<file path="config.mk">
export PLATFORM = sky130hd
export DESIGN_NAME = uart_apb
export DESIGN_NICKNAME = d
export VERILOG_FILES = /design/src/uart_apb_pkg.sv /design/src/uart_sync_fifo.sv /design/src/uart_tx_serializer.sv /design/src/uart_rx_deserializer.sv /design/src/uart_apb_regs.sv /design/src/uart_apb.sv
export VERILOG_INCLUDE_DIRS = /design/src /design/src/src
export SDC_FILE = /design/constraint.sdc
export NUM_CORES = 1
export LEC_CHECK = 0
export BUFFER_PORTS_ARGS = -buffer_cell sky130_fd_sc_hd__buf_2
export CAP_MARGIN = 20
export CORE_AREA = 3 3 123 125
export DETAILED_ROUTE_END_ITERATION = 8
export DIE_AREA = 0 0 126 128
export GPL_TIMING_DRIVEN = 0
export PLACE_DENSITY_LB_ADDON = 0.1
export REMOVE_ABC_BUFFERS = 1
export SLEW_MARGIN = 20
export SYNTH_ARGS = -nofsm -noshare
export SYNTH_HDL_FRONTEND = slang
export SYNTH_SLANG_ARGS = --single-unit
</file>
<file path="constraint.sdc">
create_clock -name uart_bit_clk -period 6.95 [get_ports uart_bit_clk]
set_input_delay 1.7375 -clock uart_bit_clk [delete_from_list [all_inputs] [get_ports uart_bit_clk]]
set_output_delay 1.7375 -clock uart_bit_clk [all_outputs]
set_load 0.1 [all_outputs]
</file>
<file path="src/uart_apb_settings.svh">
`ifndef UART_APB_SETTINGS_SVH
`define UART_APB_SETTINGS_SVH

// Entries per FIFO, power of two
`define UART_APB_FIFO_DEPTH 8

// Clock cycles per serial bit, even
`define UART_CLKS_PER_BIT 8

`define UART_APB_BASE_ADDR 32'h0000_0000

// Register offsets from the base address
`define UART_REG_TXDATA 32'h0000_0000
`define UART_REG_RXDATA 32'h0000_0004
`define UART_REG_STATUS 32'h0000_0008

// Status register bit positions
`define UART_STAT_TX_FULL   0
`define UART_STAT_TX_EMPTY  1
`define UART_STAT_RX_EMPTY  2
`define UART_STAT_RX_FULL   3
`define UART_STAT_TX_BUSY   4
`define UART_STAT_OVERRUN   5
`define UART_STAT_FRAME_ERR 6

`endif

</file>
<file path="src/uart_apb_pkg.sv">
package uart_apb_pkg;

    // One serial data byte
    typedef logic [7:0] uart_byte_t;

    // APB bus fields
    typedef logic [31:0] apb_addr_t;
    typedef logic [31:0] apb_data_t;

    // RX FIFO entry, received byte plus its stop-bit status
    typedef struct packed {
        uart_byte_t data;
        logic       frame_err;  // Stop bit read as 0
    } uart_rx_entry_t;

endpackage

</file>
<file path="src/uart_sync_fifo.sv">
`timescale 1ns/1ps

`include "uart_apb_settings.svh"

module uart_sync_fifo #(
    parameter type T     = logic [7:0],
    parameter int  DEPTH = `UART_APB_FIFO_DEPTH
) (
    input  logic uart_bit_clk,
    input  logic PRESETn,
    input  logic push,
    input  T     push_data,
    input  logic pop,
    output T     pop_data,
    output logic full,
    output logic empty
);

    localparam int PTR_W = $clog2(DEPTH);
    localparam int CNT_W = $clog2(DEPTH + 1);

    T                 mem [DEPTH];
    logic [PTR_W-1:0] wr_ptr;
    logic [PTR_W-1:0] rd_ptr;
    logic [CNT_W-1:0] count;

    // Pointers wrap on their own since DEPTH is a power of two
    always_ff @(posedge uart_bit_clk or negedge PRESETn) begin
        if (!PRESETn) begin
            wr_ptr <= '0;
            rd_ptr <= '0;
            count  <= '0;
        end else begin
            if (push) begin
                wr_ptr <= wr_ptr + PTR_W'(1);
            end
            if (pop) begin
                rd_ptr <= rd_ptr + PTR_W'(1);
            end
            case ({push, pop})
                2'b10:   count <= count + CNT_W'(1);
                2'b01:   count <= count - CNT_W'(1);
                default: count <= count;  // Both or neither
            endcase
        end
    end

    always_ff @(posedge uart_bit_clk) begin
        if (push) begin
            mem[wr_ptr] <= push_data;
        end
    end

    assign pop_data = mem[rd_ptr];  // Head entry
    assign full     = (count == CNT_W'(DEPTH));
    assign empty    = (count == '0);

    // Producers and consumers must respect the flags
    push_not_full_a : assert property (
        @(posedge uart_bit_clk) disable iff (!PRESETn) push |-> !full
    ) else $error("push while FIFO full");

    pop_not_empty_a : assert property (
        @(posedge uart_bit_clk) disable iff (!PRESETn) pop |-> !empty
    ) else $error("pop while FIFO empty");

endmodule

</file>
<file path="src/uart_tx_serializer.sv">
`timescale 1ns/1ps

`include "uart_apb_settings.svh"

module uart_tx_serializer (
    input  logic                     uart_bit_clk,
    input  logic                     PRESETn,
    input  logic                     fifo_empty,
    input  uart_apb_pkg::uart_byte_t fifo_data,
    output logic                     fifo_pop,
    output logic                     busy,
    output logic                     tx
);
    import uart_apb_pkg::*;

    localparam int CPB   = `UART_CLKS_PER_BIT;
    localparam int CNT_W = $clog2(CPB);
    localparam logic [CNT_W-1:0] LAST_CNT = CNT_W'(CPB - 1);

    typedef enum logic [1:0] {
        TX_IDLE,
        TX_START,
        TX_DATA,
        TX_STOP
    } tx_state_t;

    tx_state_t        state;
    logic [CNT_W-1:0] bit_cnt;   // Cycles within the current bit
    logic [2:0]       bit_idx;
    uart_byte_t       shift_reg;
    logic             bit_done;

    assign bit_done = (bit_cnt == LAST_CNT);

    // Pop again in the last stop cycle so frames run back to back
    assign fifo_pop = !fifo_empty && ((state == TX_IDLE) || ((state == TX_STOP) && bit_done));
    assign busy     = (state != TX_IDLE) || fifo_pop;

    always_ff @(posedge uart_bit_clk or negedge PRESETn) begin
        if (!PRESETn) begin
            state   <= TX_IDLE;
            bit_cnt <= '0;
            bit_idx <= '0;
            tx      <= 1'b1;  // Line idles high
        end else if (fifo_pop) begin
            state   <= TX_START;
            bit_cnt <= '0;
            tx      <= 1'b0;  // Start bit
        end else begin
            case (state)
                TX_IDLE: begin
                    bit_cnt <= '0;
                end
                TX_START: begin
                    if (bit_done) begin
                        state   <= TX_DATA;
                        bit_cnt <= '0;
                        bit_idx <= '0;
                        tx      <= shift_reg[0];  // LSB first
                    end else begin
                        bit_cnt <= bit_cnt + CNT_W'(1);
                    end
                end
                TX_DATA: begin
                    if (bit_done) begin
                        bit_cnt <= '0;
                        if (bit_idx == 3'd7) begin
                            state <= TX_STOP;
                            tx    <= 1'b1;  // Stop bit
                        end else begin
                            bit_idx <= bit_idx + 3'd1;
                            tx      <= shift_reg[0];
                        end
                    end else begin
                        bit_cnt <= bit_cnt + CNT_W'(1);
                    end
                end
                TX_STOP: begin
                    if (bit_done) begin
                        state   <= TX_IDLE;
                        bit_cnt <= '0;
                    end else begin
                        bit_cnt <= bit_cnt + CNT_W'(1);
                    end
                end
                default: state <= TX_IDLE;
            endcase
        end
    end

    // Next bit to send always sits in shift_reg[0]
    always_ff @(posedge uart_bit_clk) begin
        if (fifo_pop) begin
            shift_reg <= fifo_data;
        end else if (bit_done && ((state == TX_START) || (state == TX_DATA))) begin
            shift_reg <= {1'b0, shift_reg[7:1]};
        end
    end

    tx_idle_high_a : assert property (
        @(posedge uart_bit_clk) disable iff (!PRESETn) (state == TX_IDLE) |-> tx
    ) else $error("tx low while serializer idle");

endmodule

</file>
<file path="src/uart_rx_deserializer.sv">
`timescale 1ns/1ps

`include "uart_apb_settings.svh"

module uart_rx_deserializer (
    input  logic                         uart_bit_clk,
    input  logic                         PRESETn,
    input  logic                         rx,
    input  logic                         fifo_full,
    output logic                         fifo_push,
    output uart_apb_pkg::uart_rx_entry_t fifo_data,
    output logic                         overrun
);
    import uart_apb_pkg::*;

    localparam int CPB   = `UART_CLKS_PER_BIT;
    localparam int CNT_W = $clog2(CPB);
    localparam logic [CNT_W-1:0] LAST_CNT = CNT_W'(CPB - 1);
    localparam logic [CNT_W-1:0] HALF_CNT = CNT_W'(CPB / 2 - 1);

    typedef enum logic [1:0] {
        RX_IDLE,
        RX_START,
        RX_DATA,
        RX_STOP
    } rx_state_t;

    rx_state_t        state;
    logic             rx_meta;
    logic             rx_sync;
    logic             rx_prev;   // For falling edge detect
    logic [CNT_W-1:0] bit_cnt;
    logic [2:0]       bit_idx;
    uart_byte_t       shift_reg;
    logic             start_edge;
    logic             bit_done;
    logic             half_done;

    // Two-flop synchronizer, resets to the idle level
    always_ff @(posedge uart_bit_clk or negedge PRESETn) begin
        if (!PRESETn) begin
            rx_meta <= 1'b1;
            rx_sync <= 1'b1;
            rx_prev <= 1'b1;
        end else begin
            rx_meta <= rx;
            rx_sync <= rx_meta;
            rx_prev <= rx_sync;
        end
    end

    // A falling edge also means the line was seen high first
    assign start_edge = rx_prev && !rx_sync;
    assign bit_done   = (bit_cnt == LAST_CNT);
    assign half_done  = (bit_cnt == HALF_CNT);

    always_ff @(posedge uart_bit_clk or negedge PRESETn) begin
        if (!PRESETn) begin
            state     <= RX_IDLE;
            bit_cnt   <= '0;
            bit_idx   <= '0;
            fifo_push <= 1'b0;
            overrun   <= 1'b0;
        end else begin
            fifo_push <= 1'b0;
            overrun   <= 1'b0;
            case (state)
                RX_IDLE: begin
                    bit_cnt <= '0;
                    if (start_edge) begin
                        state <= RX_START;
                    end
                end
                RX_START: begin
                    if (half_done) begin
                        bit_cnt <= '0;
                        bit_idx <= '0;
                        // High at mid start bit means a glitch
                        state   <= rx_sync ? RX_IDLE : RX_DATA;
                    end else begin
                        bit_cnt <= bit_cnt + CNT_W'(1);
                    end
                end
                RX_DATA: begin
                    if (bit_done) begin
                        bit_cnt <= '0;
                        bit_idx <= bit_idx + 3'd1;
                        if (bit_idx == 3'd7) begin
                            state <= RX_STOP;
                        end
                    end else begin
                        bit_cnt <= bit_cnt + CNT_W'(1);
                    end
                end
                RX_STOP: begin
                    if (bit_done) begin
                        state     <= RX_IDLE;
                        bit_cnt   <= '0;
                        fifo_push <= !fifo_full;
                        overrun   <= fifo_full;   // Frame dropped
                    end else begin
                        bit_cnt <= bit_cnt + CNT_W'(1);
                    end
                end
                default: state <= RX_IDLE;
            endcase
        end
    end

    // Data path, mid-bit samples enter from the top
    always_ff @(posedge uart_bit_clk) begin
        if ((state == RX_DATA) && bit_done) begin
            shift_reg <= {rx_sync, shift_reg[7:1]};
        end
        if ((state == RX_STOP) && bit_done) begin
            fifo_data.data      <= shift_reg;
            fifo_data.frame_err <= !rx_sync;
        end
    end

    // Only this block fills the RX FIFO, so full cannot rise under a push
    push_not_full_a : assert property (
        @(posedge uart_bit_clk) disable iff (!PRESETn) fifo_push |-> !fifo_full
    ) else $error("RX push while FIFO full");

endmodule

</file>
<file path="src/uart_apb_regs.sv">
`timescale 1ns/1ps

`include "uart_apb_settings.svh"

module uart_apb_regs (
    input  logic                         uart_bit_clk,
    input  logic                         PRESETn,
    input  logic                         PSEL,
    input  logic                         PENABLE,
    input  logic                         PWRITE,
    input  uart_apb_pkg::apb_addr_t      PADDR,
    input  uart_apb_pkg::apb_data_t      PWDATA,
    output uart_apb_pkg::apb_data_t      PRDATA,
    output logic                         PREADY,
    output logic                         PSLVERR,
    output logic                         tx_push,
    output uart_apb_pkg::uart_byte_t     tx_push_data,
    input  logic                         tx_full,
    input  logic                         tx_empty,
    input  logic                         tx_busy,
    output logic                         rx_pop,
    input  uart_apb_pkg::uart_rx_entry_t rx_pop_data,
    input  logic                         rx_empty,
    input  logic                         rx_full,
    input  logic                         rx_overrun
);
    import uart_apb_pkg::*;

    localparam apb_addr_t TXDATA_ADDR = `UART_APB_BASE_ADDR + `UART_REG_TXDATA;
    localparam apb_addr_t RXDATA_ADDR = `UART_APB_BASE_ADDR + `UART_REG_RXDATA;
    localparam apb_addr_t STATUS_ADDR = `UART_APB_BASE_ADDR + `UART_REG_STATUS;

    logic      wait_q;       // High in the second access cycle
    logic      overrun_q;
    logic      sel_tx;
    logic      sel_rx;
    logic      sel_stat;
    logic      slv_err;
    logic      ovr_clr;
    apb_data_t status;
    apb_data_t rd_data;

    // One wait state, then ready
    always_ff @(posedge uart_bit_clk or negedge PRESETn) begin
        if (!PRESETn) begin
            wait_q <= 1'b0;
        end else if (PSEL && PENABLE && !wait_q) begin
            wait_q <= 1'b1;
        end else begin
            wait_q <= 1'b0;
        end
    end

    assign PREADY = wait_q;

    assign sel_tx   = (PADDR == TXDATA_ADDR);
    assign sel_rx   = (PADDR == RXDATA_ADDR);
    assign sel_stat = (PADDR == STATUS_ADDR);

    // TXDATA is write only, RXDATA read only
    always_comb begin
        if (sel_tx) begin
            slv_err = !PWRITE || tx_full;
        end else if (sel_rx) begin
            slv_err = PWRITE || rx_empty;
        end else if (sel_stat) begin
            slv_err = 1'b0;
        end else begin
            slv_err = 1'b1;  // Unmapped
        end
    end

    always_comb begin
        status                       = '0;
        status[`UART_STAT_TX_FULL]   = tx_full;
        status[`UART_STAT_TX_EMPTY]  = tx_empty;
        status[`UART_STAT_RX_EMPTY]  = rx_empty;
        status[`UART_STAT_RX_FULL]   = rx_full;
        status[`UART_STAT_TX_BUSY]   = tx_busy;
        status[`UART_STAT_OVERRUN]   = overrun_q;
        // Head entry is stale while empty
        status[`UART_STAT_FRAME_ERR] = !rx_empty && rx_pop_data.frame_err;
    end

    always_comb begin
        rd_data = '0;
        if (!PWRITE && sel_rx && !rx_empty) begin
            rd_data = apb_data_t'(rx_pop_data.data);
        end else if (!PWRITE && sel_stat) begin
            rd_data = status;
        end
    end

    assign PRDATA  = PREADY ? rd_data : '0;
    assign PSLVERR = PREADY && slv_err;

    // Side effects land on the edge that ends the transfer
    assign tx_push      = PREADY && PWRITE && sel_tx && !tx_full;
    assign tx_push_data = PWDATA[7:0];
    assign rx_pop       = PREADY && !PWRITE && sel_rx && !rx_empty;
    assign ovr_clr      = PREADY && PWRITE && sel_stat && PWDATA[`UART_STAT_OVERRUN];

    always_ff @(posedge uart_bit_clk or negedge PRESETn) begin
        if (!PRESETn) begin
            overrun_q <= 1'b0;
        end else if (rx_overrun) begin
            overrun_q <= 1'b1;  // New drop wins over a clear
        end else if (ovr_clr) begin
            overrun_q <= 1'b0;
        end
    end

    // Ready only inside an access phase driven by the master
    pready_in_access_a : assert property (
        @(posedge uart_bit_clk) disable iff (!PRESETn) PREADY |-> (PSEL && PENABLE)
    ) else $error("PREADY outside an APB access phase");

endmodule

</file>
<file path="src/uart_apb.sv">
`timescale 1ns/1ps

`include "uart_apb_settings.svh"

module uart_apb (
    input  logic                    uart_bit_clk,
    input  logic                    PRESETn,
    input  logic                    PSEL,
    input  logic                    PENABLE,
    input  logic                    PWRITE,
    input  uart_apb_pkg::apb_addr_t PADDR,
    input  uart_apb_pkg::apb_data_t PWDATA,
    output uart_apb_pkg::apb_data_t PRDATA,
    output logic                    PREADY,
    output logic                    PSLVERR,
    output logic                    tx,
    input  logic                    rx
);
    import uart_apb_pkg::*;

    // TX path
    logic           tx_push;
    uart_byte_t     tx_push_data;
    logic           tx_pop;
    uart_byte_t     tx_pop_data;
    logic           tx_full;
    logic           tx_empty;
    logic           tx_busy;

    // RX path
    logic           rx_push;
    uart_rx_entry_t rx_push_data;
    logic           rx_pop;
    uart_rx_entry_t rx_pop_data;
    logic           rx_full;
    logic           rx_empty;
    logic           rx_overrun;

    uart_apb_regs regs_inst (
        .uart_bit_clk (uart_bit_clk),
        .PRESETn      (PRESETn),
        .PSEL         (PSEL),
        .PENABLE      (PENABLE),
        .PWRITE       (PWRITE),
        .PADDR        (PADDR),
        .PWDATA       (PWDATA),
        .PRDATA       (PRDATA),
        .PREADY       (PREADY),
        .PSLVERR      (PSLVERR),
        .tx_push      (tx_push),
        .tx_push_data (tx_push_data),
        .tx_full      (tx_full),
        .tx_empty     (tx_empty),
        .tx_busy      (tx_busy),
        .rx_pop       (rx_pop),
        .rx_pop_data  (rx_pop_data),
        .rx_empty     (rx_empty),
        .rx_full      (rx_full),
        .rx_overrun   (rx_overrun)
    );

    uart_sync_fifo #(
        .T     (uart_byte_t),
        .DEPTH (`UART_APB_FIFO_DEPTH)
    ) tx_fifo_inst (
        .uart_bit_clk (uart_bit_clk),
        .PRESETn      (PRESETn),
        .push         (tx_push),
        .push_data    (tx_push_data),
        .pop          (tx_pop),
        .pop_data     (tx_pop_data),
        .full         (tx_full),
        .empty        (tx_empty)
    );

    uart_sync_fifo #(
        .T     (uart_rx_entry_t),
        .DEPTH (`UART_APB_FIFO_DEPTH)
    ) rx_fifo_inst (
        .uart_bit_clk (uart_bit_clk),
        .PRESETn      (PRESETn),
        .push         (rx_push),
        .push_data    (rx_push_data),
        .pop          (rx_pop),
        .pop_data     (rx_pop_data),
        .full         (rx_full),
        .empty        (rx_empty)
    );

    uart_tx_serializer tx_ser_inst (
        .uart_bit_clk (uart_bit_clk),
        .PRESETn      (PRESETn),
        .fifo_empty   (tx_empty),
        .fifo_data    (tx_pop_data),
        .fifo_pop     (tx_pop),
        .busy         (tx_busy),
        .tx           (tx)
    );

    uart_rx_deserializer rx_deser_inst (
        .uart_bit_clk (uart_bit_clk),
        .PRESETn      (PRESETn),
        .rx           (rx),
        .fifo_full    (rx_full),
        .fifo_push    (rx_push),
        .fifo_data    (rx_push_data),
        .overrun      (rx_overrun)
    );

endmodule

</file>
Word-level counts from Yosys, hierarchy flattened
Memories as Yosys holds them, arrays and structs flattened.
Index checks and enable logic that the tools add are counted.
- input bits: 70
- register bits: 69
- output and inout bits: 35
- word-level logic and storage cells: 176
- memories kept: 2
- bits in writable memories: 136
- mux-type cells: 52
- reductions and logical operators: 54
- add/subtract/negate cells: 12
- equality and inequality tests: 31
- bitwise gates (word level): 1
- memories (memory ; words ; bits a word ; read ports ; clocked after Yosys merged registers in ; write ports ; line ; RTL):
    rx_fifo_inst.mem ; 8 ; 9 ; 1 ; 0 ; 1 ; uart_sync_fifo.sv:22 ; T mem [DEPTH];
    tx_fifo_inst.mem ; 8 ; 8 ; 1 ; 0 ; 1 ; uart_sync_fifo.sv:22 ;
- operators by type and width (operator ; number):
    two-way mux 32 bit ; 2
    equality test 32 x 3 -> 1 bit, second input constant ; 1
    equality test 32 x 4 -> 1 bit, second input constant ; 1
    zero test 32 bit ; 1
    two-way mux 3 bit ; 9
    adder 3 x 1 -> 3 bit, second input constant ; 8
    two-way mux 2 bit ; 11
    logical AND 1 bit ; 21
    two-way mux 1 bit ; 18
    case mux 3 bit (2 select lines) ; 3
    two-way mux 8 bit ; 2
    case mux 4 bit (2 select lines) ; 2
    AND reduction 5 bit ; 3
    inequality test 2 x 1 -> 1 bit, second input constant ; 7
    nonzero test 2 bit ; 7
    equality test 2 bit, second input constant ; 6
    equality test 3 bit, second input constant ; 4
    inequality test 3 x 2 -> 1 bit, second input constant ; 4
    case mux 3 bit (3 select lines) ; 1
    adder 4 x 1 -> 4 bit, second input constant ; 2
    equality test 2 x 1 -> 1 bit, second input constant ; 4
    equality test 4 bit, second input constant ; 2
    zero test 4 bit ; 2
    case mux 2 bit (4 select lines) ; 1
    other kinds (15) ; 28

Logic depth before layout (Yosys ltp)
Gate-level depths: netlist (run 1).
- word-level depth: 8
- mapped depth: 13
- depth with buffers taken out: 11

By module
Synthesis (run 1) repeated with hierarchy kept, for this count alone.
- cell total of the unflattened synthesis: 545
- area, all modules: 9171.3 um^2
- by module, submodules not included (module ; cells each ; times used ; area each (um^2)):
    uart_sync_fifo (rx_fifo_inst) ; 159 ; 1 ; 3334.4
    uart_sync_fifo (tx_fifo_inst) ; 147 ; 1 ; 3040.4
    uart_rx_deserializer ; 71 ; 1 ; 1144.8
    uart_tx_serializer ; 95 ; 1 ; 947.2
    uart_apb_regs ; 73 ; 1 ; 704.4

Worst setup path before layout (run 1)
OpenSTA, ideal clock, no wires.
- path kind: input port to output port
- from: input PADDR[27]
- to: output PRDATA[4]
- arrival time: 4.373 ns
- stages on the path: 5
- data required time: 5.213 ns
- path buffers: 1
- slack: 0.840 ns
- path through: nor4_1 nand4_1 or4_1 buf_4 o22ai_1
- longest elaborated chain between the ends: 5
- elaborated cells between the ends (all ways): 8
- those cells by class: 2 x eq/ne; 3 x mux; 3 x reduce/logical
- RTL lines (item ; line ; RTL):
    start, declared ; uart_apb.sv:11 ; input uart_apb_pkg::apb_addr_t PADDR,
    equality test 32 x 4 -> 1 bit or equality test 32 x 3 -> 1 bit (tied branches) ; uart_apb_regs.sv:58, uart_apb_regs.sv:57 ;
    logical AND 1 bit (on tied branches) ; uart_apb_regs.sv:89, uart_apb_regs.sv:87 ;
    two-way mux 7 bit or logical AND 1 bit (tied branches) ; uart_apb_regs.sv:89, uart_apb_regs.sv:87 ;
    two-way mux 32 bit * ; uart_apb_regs.sv:87 ; if (!PWRITE && sel_rx && !rx_empty) begin
    two-way mux 32 bit * ; uart_apb_regs.sv:94 ; assign PRDATA = PREADY ? rd_data : '0;
    end, declared ; uart_apb.sv:13 ; output uart_apb_pkg::apb_data_t PRDATA,
Every way passes the cells marked *; elsewhere a longest branch is shown, timed or not.

Worst setup path after layout (run 1)
- from: input PADDR[27]
- to: output PRDATA[0]
Same word-level chain as after synthesis.

==> reports/results.tsv, run 1 <==
metric	value	unit
max-cap-violations	0	
fmax	0.173	GHz
worst_hold_slack	360	ps
grt_start_max_net_pins	45	
reg_top3	rx_fifo_inst.mem (72), tx_fifo_inst.mem (64), rx_deser_inst.fifo_data (9)	
place.gp.congestion	0.889	
yosys-top-cells-area	edfxtp_1 (55%), dfrtp_1 (11%), mux4_2 (8.7%)	
initial_utilization	63.2	%
synth_top_family_by_area	multiplexers	
clock_latency	490	ps
report.final.slew_viol_count	0	
crit_type	input pin to primary output	
core_area	14000	sq um
htree_num_levels	1	
drcViolationCount	0	
setup_violations	0	
yosys.area.top_type_share	54.6	%
viasPerCell	5.79	
grt_pass1_vias	4746	
synth_fa_ha_area_share	4.53	%
wl_per_cell	19.9	microns
ctsResizeCount	0	
synthMuxAreaShare	11.7	%
synth_commonest_cells	edfxtp_1 (161), dfrtp_1 (40), nor2_1 (38)	
final_net_count	705	
postCtsSetupRepairBufs	0	
synth-simple-area-share	7.61	%
drt-initial-drc-count	333	
synth_top_flop_cell	edfxtp_1	
cp-end-kind	primary output	
rows	43	
status	finished clean	
clkSinkCount	205	
clk_pin_slew_worst_paths	60	ps
dp_hpwl	10.5	mm
hold_path_depth	0	
synthXorXnorAreaFrac	1.78	%
fin_crit	5780	ps
crit_required	5210	ps
synth_top_area_cell	edfxtp_1	
routed_wl	15.9	mm
cts_buffers	21	
fill_cells	876	
netlist_instances	539	
critical_path.startpoint_type	input pin	
cts_max_path_buffers	3	
maxSlewHeadroom	30.2	%
synth_area	8850	sq um
largest-register	rx_fifo_inst.mem	
die_width	126	microns
grt_pass1_wl	25.3	mm
cp.arrival	4050	ps
synthArstFlopShare	21.5	%
hold_violations	0	
antenna_found_initial	0	
ys_warn_count	0	
tns	0	ps
die_h	128	microns
power.leakage	3.70	nW
finalCritPeriodShare	83.2	%
finClkSkew	16.4	ps
ant_nets	0	
largest_reg_flops	72	
rsz0062_at_grt	no	
worst_r2r_path_depth	11	
powerDensity	274	nW/um^2
ys_ff_latch	205	
min_path_type	flop to flop	
synth_compound_area_share	3.59	%
synth_cell_types	55	
n_antenna_cell	0	
grtUsageTotal	20.2	%
regArea	5940	sq um
dieArea	16100	sq um
yosysMostFrequentCell	edfxtp_1	
syn_area_per_cell	16.4	sq um
drtPass1Iterations	4	
syn_to_final_growth	13.1	%
synth_seq_area_share	67.1	%
crit_fanout	7	
io_buffers	56	
worst_slew_pin_slew	1040	ps
cts_hold_buf	0	
ir_drop	0.229	mV
synth-edff-count	161	
grt-ovfl-total	0	
multi_input_area	2720	sq um
cts_tree	yes	
cts_root_buf	clkbuf_16	
drive_gt1_share	25.1	%
vias	4618	
io-pin-count	105	
==> cells by family (layout without fill, tap and decap cells) <==
| family | Yosys count | count (layout) |
|---|---|---|
| AO/OA/AOI/OAI | 44 | 44 |
| XOR/XNOR | 18 | 18 |
| adder cells (fa/ha/maj) | 32 | 32 |
| buffers and inverters | 56 | 112 |
| flip-flops | 205 | 205 |
| multiplexers | 60 | 60 |
| other | 1 | 24 |
| AND/OR/NAND/NOR | 123 | 123 |
==> layout by cell type (no fill, tap or decap), drive strengths merged, types with 3 or more instances in the layout <==
cell and instances:
nand2 26, nor4 12, bufinv 4, dfstp 4
ha 32, xnor2 5, dfrtp 40, inv 16
nor3 6, a21oi 15, mux2 9, buf 59
and4b 3, nand3 3, o21ai 7, edfxtp 161
nor2b 3, nand4 5, mux4 34, nor2 38
nand2b 11, conb 24, clkbuf 30, xor2 13
mux2i 17, o22ai 7
==> final timing paths <==
kind	end	from	slack, ps
min in group asynchronous	tx_fifo_inst.rd_ptr[2]	PRESETn	1260
min	rx_deser_inst.rx_sync	rx_deser_inst.rx_meta	360
max reg2reg	rx_fifo_inst.count[2]	rx_fifo_inst.count[1]	3640
min reg2reg	rx_deser_inst.rx_sync	rx_deser_inst.rx_meta	360
max	PRDATA[0]	PADDR[27]	1170
max in group asynchronous	rx_fifo_inst.rd_ptr[0]	PRESETn	5250
==> stage by stage <==
stage,instance area [sq um],total power (W),std cells,utilization [%],setup slack (ps)
after detailed placement,9250,0.00158,760,66.1,1210
after CTS,9990,0.00276,798,71.4,1220
after floorplan,8670,0.00153,521,-,779
after global routing,10000,0.00283,798,71.5,1120
after global placement,9180,0.00157,757,65.6,1290
final,10000,0.00274,798,71.5,1170
==> per-layer routing <==
layer | wire (microns) | track usage (%) | vias up
met1 | 6600 | 26.5 | 2340
met2 | 8380 | 35.3 | 102
met3 | 604 | 3.04 | 27
met4 | 324 | 6.18 | 0
met5 | 0 | 0 | -
li1 | - | - | 2149
==> power by group <==
| part | total (W) | internal, W | leakage [nW] | switching, W |
|---|---|---|---|---|
| registers | 0.00135 | 0.00133 | 2.00 | 0.0000140 |
| clock network | 0.00119 | 0.000749 | 0.360 | 0.000440 |
| logic | 0.000205 | 0.0000523 | 1.34 | 0.000153 |
| total | 0.00274 | 0.00214 | 3.70 | 0.000607 |
==> worst max-delay path: stages <==
cell	delay, ps
buf_2	100
nor4_1	390
nand4_1	260
or4_1	780
o22ai_2	300
buf_2	470
==> cell type report <==
cell class,instances,share of cell area [%]
multi-input combinational,301,27.2
inverter,15,0.563
clock buffer,30,5.99
sequential,205,59.4
clock inverter,8,1.45
tap,180,2.25
timing repair buffer,59,3.09
No activity file was read; power rests on OpenSTA's default activity.
==> run 2, diff against run 1 <==
--- a/config.mk
+++ b/config.mk
@@ -8,9 +8,9 @@
 export LEC_CHECK = 0
 export BUFFER_PORTS_ARGS = -buffer_cell sky130_fd_sc_hd__buf_2
 export CAP_MARGIN = 20
-export CORE_AREA = 3 3 123 125
+export CORE_AREA = 3 3 128 130
 export DETAILED_ROUTE_END_ITERATION = 8
-export DIE_AREA = 0 0 126 128
+export DIE_AREA = 0 0 131 133
 export GPL_TIMING_DRIVEN = 0
 export PLACE_DENSITY_LB_ADDON = 0.1
 export REMOVE_ABC_BUFFERS = 1
==> constraint.sdc (replaced) <==
create_clock -name uart_bit_clk -period 5.4 [get_ports uart_bit_clk]
set_input_delay 1.35 -clock uart_bit_clk [delete_from_list [all_inputs] [get_ports uart_bit_clk]]
set_output_delay 1.35 -clock uart_bit_clk [all_outputs]
set_load 0.1 [all_outputs]
==> run 2 against run 1 <==
Net effect: sequential power grew 28%; global-route usage is 1.4 points lower; register-to-register slack lost 1500 ps; non-clock buffer count is the same; worst hold slack improved by 0.88 ps; utilization shrank 6.2 points; sequential share of layout area up 0.23 points.
==> reports/results.tsv, run 2 (synthesis gave the netlist of run 1 again) <==
metric	value	unit	change
hold_path_depth	0		unchanged
drcViolationCount	0		unchanged
drt-initial-drc-count	254		was 333
core_area	15300	sq um	was 14,000 sq um
cts_buffers	21		unchanged
wl_per_cell	19.4	microns	was 19.9 microns
pwr-share-comb	7.8	%	was 7.5%
cts_root_buf	clkbuf_16		unchanged
cp-end-kind	primary output		unchanged
initial_utilization	58.0	%	was 63.2%
finalCritPeriodShare	91.3	%	
ant_nets	0		unchanged
grt-ovfl-total	0		unchanged
finClkSkew	9.98	ps	was 16.4 ps
cts_max_path_buffers	3		unchanged
p_sw_share	23.2	%	was 22.1%
fmax	0.203	GHz	
critical_path.startpoint_type	input pin		unchanged
worst_r2r_path_depth	11		unchanged
reg_top3	rx_fifo_inst.mem (72), tx_fifo_inst.mem (64), rx_deser_inst.fifo_data (9)		unchanged
tns	0	ps	unchanged
use_met1	25.0	%	was 26.5%
grtUsageTotal	18.8	%	was 20.2%
postCtsSetupRepairBufs	0		unchanged
cp.arrival	3580	ps	was 4050 ps
routed_wl	16.1	mm	was 15.9 mm
setup_violations	0		unchanged
min_path_type	flop to flop		unchanged
cts_hold_buf	0		unchanged
htree_num_levels	1		unchanged
vias	4599		was 4,618
ir_drop	0.282	mV	was 0.229 mV
grtUsageMet3	2.99	%	was 3.04%
syn_to_final_growth	12.6	%	was 13.1%
drive_gt1_share	24.8	%	was 25.1%
power_switching	0.000786	W	was 0.000607 W
regArea	5940	sq um	unchanged
worst_slew_pin_slew	1010	ps	was 1040 ps
final_common_cell	edfxtp_1		unchanged
drtPass1Iterations	6		was 4
die_h	133	microns	was 128 microns
fin_crit	4930	ps	
grtUsageMet2	32.5	%	was 35.3%
report.final.slew_viol_count	0		unchanged
clock_latency	480	ps	was 490 ps
p_int	0.00260	W	was 0.00214 W
multi_input_area	2720	sq um	unchanged
dieArea	17400	sq um	was 16,100 sq um
final_net_count	705		unchanged
mostFrequentLayoutCells	edfxtp_1 (161), buf_2 (55), dfrtp_1 (38), nor2_1 (37), mux4_2 (34)		unchanged
viasPerCell	5.55		was 5.79
largest-register	rx_fifo_inst.mem		unchanged
cts_tree	yes		unchanged
io_buffers	56		unchanged
rsz0062_at_grt	no		unchanged
grt_pass1_wl	25.3	mm	about the same
max-cap-violations	0		unchanged
clkSinkCount	205		unchanged
status	finished clean		unchanged
rows	45		was 43
crit_fanout	7		unchanged
grt_pass1_vias	4837		was 4,746
clkPwrFrac	41.0	%	was 43.4%
power_frac_seq	51.2	%	was 49.2%
antenna_found_initial	0		unchanged
power.leakage	3.66	nW	was 3.70 nW
ctsResizeCount	0		unchanged
worst_hold_slack	361	ps	was 360 ps
clk_pin_slew_worst_paths	60	ps	about the same
io-pin-count	105		unchanged
powerDensity	340	nW/um^2	was 274 nW/um^2
maxSlewHeadroom	32.7	%	was 30.2%
crit_required	4050	ps	was 5210 ps
largest_reg_flops	72		unchanged
die_width	131	microns	was 126 microns
crit_type	input pin to primary output		unchanged
place.gp.congestion	0.791		was 0.889
fill_cells	1059		was 876
busiest_layer	met2		unchanged
grt_start_max_net_pins	45		unchanged
hold_violations	0		unchanged
n_antenna_cell	0		unchanged
dp_hpwl	10.6	mm	was 10.5 mm
-- run 2: changes by cell type in the layout (fill, tap and decap cells not counted), sizes merged --
cell      delta
bufinv       -2
clkbuf       -7
clkinv       +7
clkinvlp     +2
inv          -1
-- run 2: final cells by class --
type / instances / area share, %
flip-flops and latches: 205 / 59.7
multi-input cells: 301 / 27.3
clock buffers: 23 / 5.45
repair buffers: 59 / 3.14
well taps: 211 / 2.65
clock inverters: 14 / 1.21
inverters: 15 / 0.565
-- run 2: path summary, 6_finish.rpt --
path | end | start | slack [ps]
worst max-delay path | PRDATA[0] | PADDR[27] | 470
worst min-delay path | rx_deser_inst.rx_sync | rx_deser_inst.rx_meta | 360
worst max register to register | rx_fifo_inst.count[2] | rx_fifo_inst.count[1] | 2170
worst min register to register | rx_deser_inst.rx_sync | rx_deser_inst.rx_meta | 360
max in group asynchronous | rx_fifo_inst.rd_ptr[0] | PRESETn | 4080
min in group asynchronous | tx_fifo_inst.count[1] | PRESETn | 880
-- run 2: critical path, cell delays in order --
cell	delay, ps
buf_2	90
nor4_1	350
nand4_1	250
or4_1	780
o22ai_2	280
buf_2	470
-- run 2: through the flow --
stage	power [W]	util [%]	cell area, sq um	std cells	setup WS, ps
global route	0.00350	65.3	9960	828	360
CTS	0.00342	65.2	9950	828	480
finish	0.00339	65.3	9960	828	472
detailed placement	0.00203	60.9	9290	791	472
global placement	0.00202	60.4	9220	788	461
floorplan	0.00197	-	8670	521	3.79
-- run 2: power groups by stage --
| stage | sequential, W | clock, W | combinational (W) |
|---|---|---|---|
| after CTS | 0.00173 | 0.00141 | 0.000266 |
| after global routing | 0.00174 | 0.00148 | 0.000286 |
| after detailed placement | 0.00177 | 0 | 0.000265 |
| after global placement | 0.00177 | 0 | 0.000258 |
| after floorplan | 0.00179 | 0 | 0.000179 |
| final | 0.00173 | 0.00139 | 0.000264 |
-- run 2: metal layers --
| layer | wire, microns | share of wire, % |
|---|---|---|
| met4 | 252 | 1.6 |
| met5 | 0 | 0 |
| met2 | 8460 | 53 |
| met1 | 6700 | 42 |
| met3 | 680 | 4.2 |
==> run 3, diff against run 2 <==
--- a/config.mk
+++ b/config.mk
@@ -8,9 +8,11 @@
 export LEC_CHECK = 0
 export BUFFER_PORTS_ARGS = -buffer_cell sky130_fd_sc_hd__buf_2
 export CAP_MARGIN = 20
-export CORE_AREA = 3 3 128 130
+export CELL_PAD_IN_SITES_DETAIL_PLACEMENT = 1
+export CELL_PAD_IN_SITES_GLOBAL_PLACEMENT = 1
+export CORE_AREA = 3 3 139 141
 export DETAILED_ROUTE_END_ITERATION = 8
-export DIE_AREA = 0 0 131 133
+export DIE_AREA = 0 0 142 144
 export GPL_TIMING_DRIVEN = 0
 export PLACE_DENSITY_LB_ADDON = 0.1
 export REMOVE_ABC_BUFFERS = 1
==> run 3 against run 2 <==
Net effect: sequential power is essentially flat; count of clock-buffer cells in the layout grew 5; utilization shrank 9.4 points; largest power group unchanged; first-iteration DRC count fell by 26%.
==> reports/results.tsv, run 3 (synthesis gave the netlist of run 1 again) <==
metric	value	unit	change
status	finished clean		unchanged
dp_cells	809		was 791
htree_num_levels	1		unchanged
setup_violations	0		unchanged
ant_nets	0		unchanged
cp-end-kind	primary output		unchanged
max-cap-violations	0		unchanged
cts_hold_buf	0		unchanged
report.final.slew_viol_count	0		unchanged
r2r-start	rx_fifo_inst.count[1]		unchanged
vias	4687		was 4,599
io_buffers	56		unchanged
die_h	144	microns	was 133 microns
cts_buffers	23		was 21
drcViolationCount	0		unchanged
fmax	0.200	GHz	was 0.203 GHz
clkSinkCount	205		unchanged
worst_r2r_path_depth	11		unchanged
fin_cells	851		was 828
crit_fanout	7		unchanged
ctsResizeCount	0		unchanged
io-pin-count	105		unchanged
finClkSkew	17.4	ps	was 9.98 ps
cts_max_path_buffers	3		unchanged
mostFrequentLayoutCells	edfxtp_1 (161), buf_2 (55), dfrtp_1 (38), nor2_1 (37), mux4_2 (34)		unchanged
cts_root_buf	clkbuf_16		unchanged
critPathTopFamily	simple AND/OR/NAND/NOR gates		unchanged
largest_reg_flops	72		unchanged
largest-register	rx_fifo_inst.mem		unchanged
dp_hpwl	12.1	mm	was 10.6 mm
tns	0	ps	unchanged
min_to	rx_deser_inst.rx_sync		unchanged
setup.worst_path.start	PADDR[27]		unchanged
r2r_slack	2080	ps	was 2170 ps
fill_cells	1681		was 1,059
grt-ovfl-total	0		unchanged
rows	49		was 45
ir_drop	0.225	mV	was 0.282 mV
grt_pass1_wl	28.5	mm	was 25.3 mm
r2r-end	rx_fifo_inst.count[2]		unchanged
antenna_found_initial	0		unchanged
critPathBufInv	2		unchanged
hp-start	rx_deser_inst.rx_meta		unchanged
hold_violations	0		unchanged
syn_to_final_growth	14.3	%	was 12.6%
dieArea	20400	sq um	was 17,400 sq um
place.gp.congestion	0.790		was 0.791
powerDensity	359	nW/um^2	was 340 nW/um^2
n_antenna_cell	0		unchanged
critical_path.startpoint_type	input pin		unchanged
worst_slew_pin_slew	1090	ps	was 1010 ps
crit_chain	buf_2 > nor4_1 > nand4_1 > or4_1 > o22ai_2 > buf_2		unchanged
clock_latency	500	ps	was 480 ps
grtUsageTotal	18.0	%	was 18.8%
rsz0062_at_grt	no		unchanged
hold_path_depth	0		unchanged
final_common_cell	edfxtp_1		unchanged
clk_pin_slew_worst_paths	60	ps	about the same
crit_required	4050	ps	about the same
drt-initial-drc-count	187		was 254
power.leakage	3.72	nW	was 3.66 nW
crit_type	input pin to primary output		unchanged
viasPerCell	5.51		was 5.55
initial_utilization	48.9	%	was 58.0%
cp_slowest_cell	or4_1		unchanged
grt_pass1_vias	5183		was 4,837
postCtsSetupRepairBufs	0		unchanged
drtPass1Iterations	4		was 6
finalCritPeriodShare	92.6	%	was 91.3%
reg_top3	rx_fifo_inst.mem (72), tx_fifo_inst.mem (64), rx_deser_inst.fifo_data (9)		unchanged
wl_per_cell	20.9	microns	was 19.4 microns
fin_crit	5000	ps	was 4930 ps
core_area	18100	sq um	was 15,300 sq um
final_net_count	707		was 705
routed_wl	17.8	mm	was 16.1 mm
maxSlewHeadroom	27.0	%	was 32.7%
path_common_cell	buf_2		unchanged
min_path_type	flop to flop		unchanged
die_width	142	microns	was 131 microns
cpPeakStageDelay	780	ps	about the same
cts_tree	yes		unchanged
grt_start_max_net_pins	45		unchanged
cp.arrival	3650	ps	was 3580 ps
drive_gt1_share	24.9	%	was 24.8%
==> run 3: how the worst max path moves through the flow <==
stage                     slack (ps)                     end  cells after the start
after floorplan                    4               PRDATA[4]                      4
after global routing             180               PRDATA[2]                      6
after CTS                        340               PRDATA[2]                      6
after detailed placement         360               PRDATA[2]                      6
after global placement           300  tx_fifo_inst.mem[4][2]                      5
final                            400               PRDATA[2]                      6
==> run 3: layout make-up <==
class	instances	area (sq um)	share of cell area, %
clock buffer	28	594	5.88
clock inverter	14	195	1.93
multi-input combinational	301	2720	26.9
timing repair buffer	59	309	3.06
inverter	15	56.3	0.557
sequential	205	5940	58.8
tap	229	287	2.83
==> run 3: stage by stage <==
| step | worst slack (ps) | util [%] | hold WS, ps | instance area, sq um | total power, W |
|---|---|---|---|---|---|
| 4_1_cts | 340 | 55.8 | 361 | 10100 | 0.00366 |
| 3_3_place_gp | 299 | 51.1 | 350 | 9240 | 0.00203 |
| 6_report | 398 | 55.9 | 361 | 10100 | 0.00363 |
| 2_1_floorplan | 3.79 | - | 345 | 8670 | 0.00197 |
| 5_1_grt | 177 | 55.9 | 372 | 10100 | 0.00375 |
| 3_5_place_dp | 360 | 51.5 | 348 | 9310 | 0.00204 |
==> run 3: worst reg2reg max path, cell delays in order (launching register included) <==
cell	delay (ps)
dfrtp_1	460
or4_1	680
nand3_1	180
or3_1	550
inv_2	80
ha_1	290
xor2_1	170
ha_1	200
a21oi_1	170
xor2_1	180
nor2_1	80
xor2_1	150
==> run 3: power breakdown <==
| group | internal (W) | switching [W] |
|---|---|---|
| registers | 0.00172 | 0.0000184 |
| clock network | 0.00102 | 0.000598 |
| logic | 0.0000677 | 0.000201 |
| total | 0.00281 | 0.000818 |
==> run 3: layer usage <==
metal / GRT usage (%) / wire [microns]
met5: 0 / 0
met4: 4.70 / 390
met3: 2.71 / 469
met2: 33.7 / 9790
met1: 21.9 / 7150
